File: config.mk
export PLATFORM = sky130hd
export DESIGN_NAME = key_loader
export DESIGN_NICKNAME = d
export VERILOG_FILES = /design/src/key_expand_pkg.sv /design/src/key_loader.sv
export VERILOG_INCLUDE_DIRS = /design/src /design/src/src
export SDC_FILE = /design/constraint.sdc
export NUM_CORES = 1
export LEC_CHECK = 0
export CAP_MARGIN = 5
export CORE_AREA = 2 2 39 41
export CTS_BUF_LIST = sky130_fd_sc_hd__clkbuf_8
export CTS_CLUSTER_DIAMETER = 60
export CTS_CLUSTER_SIZE = 8
export DETAILED_ROUTE_END_ITERATION = 7
export DIE_AREA = 0 0 41 43
export DONT_BUFFER_PORTS = 1
export PLACE_DENSITY = 0.48
export SLEW_MARGIN = 20
export SYNTH_ARGS = -nofsm -noshare
export SYNTH_HDL_FRONTEND = slang
export SYNTH_SLANG_ARGS = --single-unit
File: constraint.sdc
create_clock -name clk -period 0.9 [get_ports clk]
set_input_delay 0.18 -clock clk [delete_from_list [all_inputs] [get_ports clk]]
set_output_delay 0.18 -clock clk [all_outputs]
set_load 0.01 [all_outputs]
File: src/key_expand_params.svh
`ifndef KEY_EXPAND_PARAMS_SVH
`define KEY_EXPAND_PARAMS_SVH

// width of one schedule word
`define WORD_W 32

// AES-128 key and schedule sizes
`define KEY_WORDS 4
`define TOTAL_WORDS 44
`define NUM_ROUNDS 10

// round constant for word 4
`define RCON_FIRST 8'h01

`endif
File: src/key_expand_pkg.sv
`include "key_expand_params.svh"

package key_expand_pkg;

    // one schedule word
    typedef logic [`WORD_W-1:0] key_word_t;

    // write record sent to the word store
    typedef struct packed {
        logic       valid;
        logic [5:0] addr;
        key_word_t  data;
    } word_write_t;

    // word address, seen flat or as round and column
    // round * 4 + column is the flat index
    typedef union packed {
        logic [5:0] index;
        struct packed {
            logic [3:0] round;
            logic [1:0] col;
        } rc;
    } key_addr_u;

endpackage

File: src/key_loader.sv
`timescale 1ns/1ns
`include "key_expand_params.svh"

module key_loader
    import key_expand_pkg::*;
(
    input  logic        clk,
    input  logic        reset,
    input  logic        start,
    input  key_word_t   cipher_key,
    output word_write_t load_wr,
    output logic        key_loaded
);

    logic [1:0] count;
    logic       loading;

    // four key words follow the start pulse, one per cycle
    always_ff @(posedge clk or posedge reset) begin
        if (reset) begin
            count   <= 2'd0;
            loading <= 1'b0;
        end else if (start) begin
            count   <= 2'd0;
            loading <= 1'b1;
        end else if (loading) begin
            if (count == 2'(`KEY_WORDS - 1)) begin
                loading <= 1'b0;
            end
            count <= count + 2'd1;
        end
    end

    // word index is the counter, data comes straight from the input
    always_comb begin
        load_wr.valid = loading;
        load_wr.addr  = {4'd0, count};
        load_wr.data  = cipher_key;
        key_loaded    = loading && (count == 2'(`KEY_WORDS - 1));
    end

endmodule

Word-level counts from Yosys, hierarchy flattened
Index checks and enable logic that the tools add are counted.
{ "op_classes": {"reduce_logical": 2, "div_mod_pow": 0, "eq_ne": 1, "magnitude_cmp": 0, "bitwise": 0, "multipliers": 0, "n_addsub": 1, "muxes": 5, "shifts": 0} }
{ "ops": {"columns": ["operator", "n"], "rows": [
  ["2-bit 2-to-1 mux", 2],
  ["1-bit 2-to-1 mux", 3],
  ["2-bit by 1-bit adder with 2-bit output (second input constant)", 1],
  ["2-bit equality test (second input constant)", 1],
  ["2-bit nonzero test", 1],
  ["1-bit logical AND", 1]
]} }
{ "totals": {"memories": 0, "ff_bits": 3, "mem_bits_ro": 0, "out_inout_bits": 40, "latchBits": 0, "mem_bits_rw": 0, "elab_cells": 11} }

Logic depth before layout (Yosys ltp)
{ "logic_depth": {"ltp_word": 4, "depth_mapped": 3} }

Worst setup path after synthesis
No wires, ideal clock.
{ "synth_path": {"path_type": "reg2out", "startpoint": "reg count[0]", "endpoint": "out key_loaded", "t_arrival_ns": 0.813, "path_buffers": 0, "setup_slack_ns": -0.093, "path_stages_with_launch": 3, "path_cell_list": "dfrtp_1 ha_1 and2_2"} }
{ "synth_via": {"elab_chain_len": 2} }
{ "synth_lines": {"columns": ["item", "line_no", "text"], "rows": [
  ["from (decl)", "key_loader.sv:15", "logic [1:0] count;"],
  ["from (signal assigned)", "key_loader.sv:30", "count <= count + 2'd1;"],
  ["2-bit equality test", "key_loader.sv:39", "key_loaded = loading && (count == 2'(`KEY_WORDS - 1));"],
  ["1-bit logical AND", "key_loader.sv:39", null],
  ["to (decl)", "key_loader.sv:12", "output logic key_loaded"]
]} }
No other way between the ends.

Worst setup path in the final report
Ends and elaborated chain as after synthesis.

==> flow_metrics.tcl <==
set metrics [dict create \
    failed_checks "negative setup slack" \
    overall_power_mw 0.743 \
    synth_seq_cells 3 \
    layout_setup_ws_ns -0.208 \
    clock_latency_ns 0.22 \
    layout-area-overhead-vs-synth_pct -31.6 \
    worstPathMaxFanout 2 \
    sequential_cell_area_sq_um 78.8 \
    pre_cts_slack_ns -0.0643 \
    place.port_buffers 0 \
    layout-drive-gt1-share 0.560 \
    min-delay-path-class "in -> reg" \
    avgViaCountPerCell 3.76 \
    critPathKind "reg -> out" \
    signal_arrival_time_at_the_worst_endpoint_ns 0.93 \
    cts.root.buffer_cell "sky130_fd_sc_hd__clkbuf_8" \
    synthDistinctLibCells 10 \
    post_synth.cell_area_avg_sq_um 8.38 \
    cts.clk_slew.worst_paths_ns 0.03 \
    multi_input_comb_area_sq_um 91.3 \
    cts_tree "done" \
    design.core.area_sq_um 1380 \
    fillers 161 \
    max-clock-path-buffers 2 \
    proportion_of_synthesized_chip_area_in_sequential_cells 0.179 \
    ratio_of_final_minimum_period_to_clock_period 1.23 \
    remaining_drc_errors 0 \
    grt_start_max_net_pins 4 \
    power_density_nw_per_um2 2590 \
    fp.dieH_microns 43 \
    aggregate_routed_wire_length_microns 487 \
    synth_largest_type_area_fraction 0.663 \
    outcome "finished, violations left" \
    clock_skew_ns 0.00279 \
    final-instance-count-excl-fill 41 \
    p_leak_nw 0.140 \
    grt-busiest-layer "met3" \
    finalSetupViolations 5 \
    antenna_cells 0 \
    yosys_warnings 0 \
    critical_path_required_ns 0.72 \
    critical_path.startpoint_type "register" \
    cts.sinks 3 \
    initial_core_util 0.303 \
    gp_congestion 0.513 \
    worst_case_vdd_ir_drop_uv 509 \
    timing.max_cap.violations 0 \
    io-pin-count 75 \
    slew_viol_final 0 \
    gr-usage-met3 0.126 \
    routed-via-count 154 \
    tns_ns -0.431 \
    dr_iter_0_viols 0 \
    grt_pass1_wl_microns 703 \
    cts-htree-levels 1 \
    unrepaired_setup_endpoints_after_global_routing "yes" \
    final_hold_viol_count 0 \
    dr.pass1.iters 1 \
    min_period_ns 1.11 \
    yosys.area.top_type "sky130_fd_sc_hd__buf_4" \
    most_area_consuming_cells_after_synthesis "sky130_fd_sc_hd__buf_4 66%, sky130_fd_sc_hd__dfrtp_1 18%, sky130_fd_sc_hd__ha_1 3.0%" \
    row_count 14 \
    ant_nets 0 \
    met2_usage 0.0781 \
    numCtsBuffers 3 \
    dp_cells 35 \
    finish.utilization 0.207 \
    post_synth_instance_area_sq_um 419 \
    number_of_global_route_vias_before_repair 182 \
    num-nets-final 62 \
    fp.dieArea_sq_um 1760 \
    grt.total_usage 0.0653 \
    end_kind "primary output" \
    drt-wirelength-per-cell_microns 11.9 \
    die_width_microns 41 \
    grt_residual_overflow 0 \
    groute.layer.met1.usage 0.0322 \
    clock.fmax_ghz 0.902 \
    post_synth_inst_count 50 \
    antenna_found_initial 0 \
]
## flip-flops by register name, summed over array words and instances (netlist names)
| signal | cells |
|---|---|
| count | 2 |
| loading | 1 |
## area by class of cell
class / instances / share of cell area
Inverter: 2 / 0.0262
Sequential cell: 3 / 0.275
Clock inverter: 1 / 0.0131
Clock buffer: 3 / 0.144
Timing Repair Buffer: 5 / 0.153
Tap cell: 16 / 0.0699
Multi-Input combinational cell: 11 / 0.319
## cells by family (layout without fill, tap and decap cells)
family	count (synthesis)	count (layout)	synth area share
other	1	4	0.00895
adder cells (fa/ha/maj)	1	1	0.0298
multiplexers	1	1	0.0239
flip-flops	3	3	0.179
AO/OA/AOI/OAI	1	1	0.0209
XOR/XNOR	1	1	0.0209
buffers and inverters	39	11	0.681
AND/OR/NAND/NOR	3	3	0.0358
## synth_stat cells
cell type / instances
sky130_fd_sc_hd__inv_1: 2
sky130_fd_sc_hd__buf_4: 37
sky130_fd_sc_hd__dfrtp_1: 3
sky130_fd_sc_hd__and2_2: 1
sky130_fd_sc_hd__ha_1: 1
sky130_fd_sc_hd__xnor2_1: 1
sky130_fd_sc_hd__nor2_1: 2
sky130_fd_sc_hd__mux2i_1: 1
sky130_fd_sc_hd__conb_1: 1
sky130_fd_sc_hd__a21o_2: 1
## critical path: stages, from the launching register on
cell and delay [ns]:
sky130_fd_sc_hd__dfrtp_2 0.41, sky130_fd_sc_hd__ha_4 0.16, sky130_fd_sc_hd__and2_4 0.14
## path summary, 6_finish.rpt
kind / cells after the start / end / start / slack, ns
worst min-delay path: 1 / count[1]$_DFFE_PP0P_ / start / 0.02
min in group asynchronous: 2 / count[0]$_DFFE_PP0P_ / reset / 0.28
max in group asynchronous: 2 / count[1]$_DFFE_PP0P_ / reset / 0.47
worst max register to register: 3 / count[1]$_DFFE_PP0P_ / count[0]$_DFFE_PP0P_ / -0.06
worst min register to register: 2 / loading$_DFF_PP0_ / loading$_DFF_PP0_ / 0.66
worst max-delay path: 2 / key_loaded / count[0]$_DFFE_PP0P_ / -0.21
## metal layers
| layer | vias up | share of wire | wire length (microns) |
|---|---|---|---|
| li1 | 59 | - | - |
| met1 | 74 | 0.26 | 126 |
| met2 | 21 | 0.48 | 233 |
| met3 | 0 | 0.26 | 127 |
| met4 | 0 | 0 | 0 |
| met5 | - | 0 | 0 |
## what timing repair did
| action | CTS | global route |
|---|---|---|
| endpoints found under the setup margin | 5 | 6 |
| setup buffers | 1 | 0 |
| pin swaps | 1 | 1 |
| gates resized for setup | 2 | 1 |
| cloned | 0 | 0 |
| hold endpoints to repair | 3 | 0 |
| hold buffers | 1 | 0 |
## power by group
part | internal, mW | leakage [nW] | total (mW) | switching [mW]
logic | 0.0966 | 0.0816 | 0.175 | 0.0785
clock network | 0.290 | 0.0269 | 0.380 | 0.0895
registers | 0.164 | 0.0318 | 0.188 | 0.0242
total | 0.551 | 0.140 | 0.743 | 0.192
## through the flow
stage	hold slack [ns]	instance area, sq um
final	0.0219	287
after detailed placement	-0.0521	211
after global routing	0.0158	287
after CTS	0.0238	279
after floorplan	-0.0665	447
after global placement	-0.0599	211
## layout by cell type, fill, tap and decap left out
cell type,count
sky130_fd_sc_hd__inv_1,3
sky130_fd_sc_hd__a21o_2,1
sky130_fd_sc_hd__buf_4,3
sky130_fd_sc_hd__dfrtp_2,3
sky130_fd_sc_hd__dlygate4sd3_1,1
sky130_fd_sc_hd__ha_4,1
sky130_fd_sc_hd__xnor2_2,1
sky130_fd_sc_hd__nor2_1,2
sky130_fd_sc_hd__conb_1,4
sky130_fd_sc_hd__buf_6,1
sky130_fd_sc_hd__clkbuf_8,3
sky130_fd_sc_hd__mux2i_1,1
sky130_fd_sc_hd__and2_4,1
Note: power is estimated with default switching activity, not from simulation.
