## config.mk

```make
export PLATFORM = sky130hd
export DESIGN_NAME = round_key_store
export DESIGN_NICKNAME = d
export VERILOG_FILES = /design/src/key_expand_pkg.sv /design/src/round_key_store.sv
export VERILOG_INCLUDE_DIRS = /design/src /design/src/src
export SDC_FILE = /design/constraint.sdc
export NUM_CORES = 2
export LEC_CHECK = 0
export ABC_AREA = 1
export ABC_CLOCK_PERIOD_IN_PS = 48800
export BUFFER_PORTS_ARGS = -buffer_cell sky130_fd_sc_hd__buf_2
export CAP_MARGIN = 40
export CORE_AREA = 2 2 340 342
export CTS_CLUSTER_DIAMETER = 30
export DETAILED_ROUTE_END_ITERATION = 7
export DIE_AREA = 0 0 342 344
export PLACE_DENSITY = 0.75
export REMOVE_ABC_BUFFERS = 1
export SETUP_SLACK_MARGIN = 0.3
export SLEW_MARGIN = 25
export SYNTH_ARGS = -nofsm -noshare
export SYNTH_HDL_FRONTEND = slang
export SYNTH_SLANG_ARGS = --single-unit
```

## constraint.sdc

```tcl
create_clock -name clk -period 48.8 [get_ports clk]
set_input_delay 7.32 -clock clk [delete_from_list [all_inputs] [get_ports clk]]
set_output_delay 7.32 -clock clk [all_outputs]
set_load 0.03 [all_outputs]
```

## src/key_expand_params.svh

```systemverilog
`ifndef KEY_EXPAND_PARAMS_SVH
`define KEY_EXPAND_PARAMS_SVH

// width of one schedule word
`define WORD_W 32

// AES-128 key and schedule sizes
`define KEY_WORDS 4
`define TOTAL_WORDS 44
`define NUM_ROUNDS 10

// round constant for word 4
`define RCON_FIRST 8'h01

`endif
```

## src/key_expand_pkg.sv

```systemverilog
`include "key_expand_params.svh"

package key_expand_pkg;

    // one schedule word
    typedef logic [`WORD_W-1:0] key_word_t;

    // write record sent to the word store
    typedef struct packed {
        logic       valid;
        logic [5:0] addr;
        key_word_t  data;
    } word_write_t;

    // word address, seen flat or as round and column
    // round * 4 + column is the flat index
    typedef union packed {
        logic [5:0] index;
        struct packed {
            logic [3:0] round;
            logic [1:0] col;
        } rc;
    } key_addr_u;

endpackage

```

## src/round_key_store.sv

```systemverilog
`timescale 1ns/1ns
`include "key_expand_params.svh"

module round_key_store
    import key_expand_pkg::*;
(
    input  logic        clk,
    input  logic        reset,
    input  word_write_t load_wr,
    input  word_write_t expand_wr,
    input  logic [3:0]  round_key_num,
    input  logic [1:0]  r_index,
    output key_word_t   round_key
);

    key_word_t   mem [`TOTAL_WORDS];
    word_write_t wr;
    key_addr_u   raddr;

    // loading and expansion never overlap, so a plain select does
    assign wr = load_wr.valid ? load_wr : expand_wr;

    always_ff @(posedge clk or posedge reset) begin
        if (reset) begin
            for (int k = 0; k < `TOTAL_WORDS; k++) begin
                mem[k] <= '0;
            end
        end else if (wr.valid && (wr.addr < 6'(`TOTAL_WORDS))) begin
            mem[wr.addr] <= wr.data;
        end
    end

    // round and column in, flat word index out
    always_comb begin
        raddr.rc.round = round_key_num;
        raddr.rc.col   = r_index;
        if (round_key_num <= 4'(`NUM_ROUNDS)) begin
            round_key = mem[raddr.index];
        end else begin
            round_key = '0;
        end
    end

endmodule

```

# [Word level (Yosys, flattened, before mapping)]
# Index checks and enable logic that the tools add are counted.
[classes] magnitude_cmp=5 n_mux=8 bitwise=2 reduce_logical=2
[op_table] op="$bwmux 1408" n=1
[op_table] op="$bmux 32 s6" n=1
[op_table] op="$demux 32 s6" n=1
[op_table] op="$mux 32" n=4
[op_table] op="$mux 39" n=1
[op_table] op="$ge 7x7->1 const B" n=2
[op_table] op="$not 6->7" n=2
[op_table] op="$lt 7x1->1 const B" n=1
[op_table] op="$lt 6x6->1 const B" n=1
[op_table] op="$le 4x4->1 const B" n=1
[op_table] op="$logic_and 1x1->1" n=2
[totals] ff_bits=1408 in_bits=86 out_inout_bits=32 wordCells=61

# [Depth between registers and ports, before layout]
[depth] depth_word=7 ltp_mapped=14 mapped_depth_nobuf=10

# [Worst setup path after synthesis]
# Ideal clock, no wire load.
[synth_timing] kind="input-to-output" start="in r_index[0]" end="out round_key[0]" arrival_time_ps=8986 required_time_ps=41480 path_slack_ps=32494 cell_stages=12 path_buffers=5 path_cell_list="buf_2 -> inv_1 -> buf_4 -> buf_2 -> buf_2 -> clkbuf_1 -> nor2_1 -> o211ai_1 -> nand3_1 -> nand2_1 -> nand2_1 -> nand2_1"
[synth_via] elab_chain_cells=5
[synth_rtl] element="start: declaration" line_no="round_key_store.sv:12" text="input logic [1:0] r_index,"
[synth_rtl] element="$not 6->7 (not written as such)" line_no="round_key_store.sv:38" text="round_key = mem[raddr.index];"
[synth_rtl] element="$bmux 32 s6" line_no="round_key_store.sv:38"
[synth_rtl] element="$mux 32 (not written as such) (2 in series)" line_no="round_key_store.sv:38"
[synth_rtl] element="$mux 32" line_no="round_key_store.sv:37" text="if (round_key_num <= 4'(`NUM_ROUNDS)) begin"
[synth_rtl] element="end: declaration" line_no="round_key_store.sv:13" text="output key_word_t round_key"
# No other way between the ends. The select of a mux whose other input is x is not followed.

# [Final worst setup path]
[layout_timing] start="in r_index[0]" end="out round_key[24]"
# Same word-level chain as after synthesis.

==> results.yml <==
clock_tree:
  cts.sinks: 1408
  root_buffer_cell: "clkbuf_16"
  cts_tree: "done"
  cts_repair_resize_count: 0
  ctsHtreeMaxLevel: 5
  ctsHoldBuffers: 0
  path_clk_slew_ns: 0.05
  clk_path_buf_depth: 4
  tritoncts.num_buffers: 294
  cts_setup_buffers: 0
  clock_latency_ns: 0.87
logic_synthesis:
  synth-main-ff-cell: "dfrtp_1"
  syn_inst: 8272
  syn_area_mm2: 0.0646
  post_synth.cell_area_avg_um2: 7.81
  ys_async_sr_fraction_pct: 100
  yosysWarningCount: 0
  yosys_reg_bits: 1408
  ys_seq_area_share_pct: 54.6
  netlist-cell-type-count: 23
  synth_enable_flop_cells: 0
die:
  count_of_pins_on_the_block_boundary: 118
  design.core.area_mm2: 0.114
  placementRows: 124
  dieWidth_um: 342
  dieArea_mm2: 0.118
  floorplan.initialDensity_pct: 56.7
  chipHeight_um: 344
job:
  max_cap_violations: 0
power_and_ir_drop:
  report.power.total_uw: 4030
  share_clk_of_total_power_pct: 49.0
  switching_power_as_a_share_of_total_power_pct: 27.1
  internal_power_uw: 2940
  power.static_leakage_uw: 0.0364
  power_frac_comb_pct: 12.7
  peakVddDrop_v: 0.0000406
  switching_power_uw: 1090
  power_density_mw_per_mm2: 52.5
  power.share.sequential_pct: 38.2
timing:
  achievable-frequency_mhz: 51.9
  period_share_pct: 39.5
  finalHoldViolations: 0
  timing.slew.headroom_pct: 22.9
  rsz0062_at_grt: "false"
  worst-slew-pin-transition_ns: 1.16
  timing.final.max_slew_violations: 0
  tns_ns: 0
  fin_worst_skew_ns: 0
  finalSetupViolCount: 0
  final_period_minus_worst_setup_slack_ns: 19.27
  final.hold.worst_slack_ns: 0.476
finish:
  largestRegisters: "mem: 1408 flops"
  num-nets-final: 8248
  share_of_post_route_cells_with_drive_strength_above_1_pct: 10.2
  area_growth_syn_to_layout_pct: 19.0
  regMostFlops: "mem"
  final_core_utilization_pct: 67.5
  largest_reg_flops: 1408
  finalNonFillerCells: 9887
  layout.filler_cells: 8820
routing:
  drt-wirelength-per-cell_um: 21.6
  viasPerCell: 6.00
  detail_route.drc_violations: 0
  post_drt_antenna_nets: 0
  number_of_iterations_in_the_first_detailed_routing_pass: 7
  drt_wl_total_um: 213000
  vias: 59300
  initialDrtViolationCount: 7719
setup_path:
  crit_arrival_ns: 11.95
  crit_path_start_kind: "input port"
  timing.critical_path.to_type: "primary output"
  worst-path-max-fanout: 218
  worstSetupPathType: "input port to primary output"
  cp.required_ns: 41.48
placement:
  port_buffers: 117
  place.detailed.instances: 9359
  gp_congestion: 0.858
  dpl.hpwl_um: 115000
global_routing:
  wire_length_of_the_first_global_routing_pass_um: 334000
  first_global_vias: 58400
  grt_max_degree: 219
  grt-ovfl-total: 0
  grt.total_usage_pct: 36.5
  grt_antenna_before_repair: 3
outcome:
  status: "complete, no violations"
min_path:
  hp-class: "flip-flop to flip-flop"
metal layers:
metal | track usage (%) | part of all wire, % | vias to the layer above
met3 | 7.50 | 11 | 777
li1 | - | - | 26600
met2 | 57.2 | 45 | 3569
met5 | 0.120 | 0.0075 | -
met4 | 20.4 | 5.6 | 2
met1 | 47.7 | 38 | 28400
cells in the mapped netlist (2+ instances only):
master / instances / area share, %
o211ai_1: 32 / 0.37
o21ai_1: 173 / 1.3
buf_6: 2 / 0.035
a21oi_1: 51 / 0.40
nor2_1: 750 / 4.4
buf_4: 6 / 0.070
buf_1: 35 / 0.20
and3_1: 13 / 0.13
dfrtp_1: 1408 / 55
o22ai_1: 33 / 0.32
clkbuf_1: 616 / 3.6
o21ai_2: 4 / 0.054
mux2i_1: 32 / 0.50
nand3_1: 527 / 4.1
clkinv_1: 2 / 0.012
o21ai_0: 1580 / 12
nand2_1: 2740 / 16
nand2_2: 40 / 0.39
buf_2: 36 / 0.28
inv_1: 189 / 1.1
logic make-up after synthesis:
group | share of synthesized area (%)
compound gates | 14.7
buf+inv | 5.28
flops | 54.6
simple gates | 24.9
mux | 0.496
cells in the final DEF (no fill, tap or decap), types with 2 or more instances in the layout:
master      synthesis  routed
and3_1             13      13
a21oi_1            51      51
bufinv_16           0      32
clkinv_4            0      13
inv_1             189     183
nand2_4             0       6
inv_6               0      12
nand2_2            40      38
inv_2               0       3
clkinv_2            0      46
clkbuf_1          616      40
buf_4               6     119
clkinvlp_4          0      24
mux2i_4             0      32
buf_2              36     113
nor2_4              1       3
nor2_1            750     748
o22ai_1            33      33
buf_8               0       2
o21ai_2             4       4
o21ai_0          1580    1580
nand3_1           527     527
o21ai_1           173     173
clkbuf_8            0      36
dfrtp_1          1408    1408
inv_8               0       5
o211ai_1           32      32
inv_4               0       2
nand2_1          2740    2736
clkbuf_16           0     301
buf_16              0      24
clkinv_8            0       2
buf_12              0      30
area by class of cell:
class	count	area, µm²	share of cell area, %
inverters	191	744	0.969
flip-flops and latches	1408	35200	45.9
clock buffers	377	8180	10.6
diodes	1	2.50	0.00326
multi-input cells	5978	26400	34.3
clock inverters	131	1650	2.14
repair buffers	289	2760	3.59
well taps	1512	1890	2.46
per-stage QoR:
| step | worst slack, ns | area (µm²) |
|---|---|---|
| floorplan | 1.78 | 61900 |
| detailed placement | 29.75 | 66600 |
| global route | 29.47 | 76800 |
| finish | 29.53 | 76800 |
| global placement | 29.52 | 65800 |
| CTS | 29.78 | 76400 |
power by group through the flow:
stage	Sequential, µW	Clock, µW	Combinational (µW)
global placement	1540	0	472
floorplan	1530	0	357
finish	1540	1980	514
CTS	1540	1990	508
global route	1570	2050	590
detailed placement	1550	0	497
critical path: stages:
cell,delay (ns)
buf_8,0.27
inv_8,0.69
buf_12,0.66
buf_4,0.48
buf_16,0.32
buf_4,0.62
nand2_1,0.10
nand2_1,0.09
nand2_1,0.05
nand3_1,0.11
nand3_1,0.11
nand2_1,0.11
nand3_1,0.17
nand2_1,0.17
buf_2,0.21
worst paths after layout:
check	startpoint	endpoint	slack (ns)	cells after the start
max	r_index[0]	round_key[24]	29.53	15
min	mem[63]$_DFFE_PP0P_	mem[63]$_DFFE_PP0P_	0.48	2
max reg2reg	mem[810]$_DFFE_PP0P_	mem[810]$_DFFE_PP0P_	48.05	2
min reg2reg	mem[63]$_DFFE_PP0P_	mem[63]$_DFFE_PP0P_	0.48	2
max in group asynchronous	reset	mem[611]$_DFFE_PP0P_	37.90	12
min in group asynchronous	reset	mem[603]$_DFFE_PP0P_	6.46	2
No activity file was read; power rests on OpenSTA's default activity.
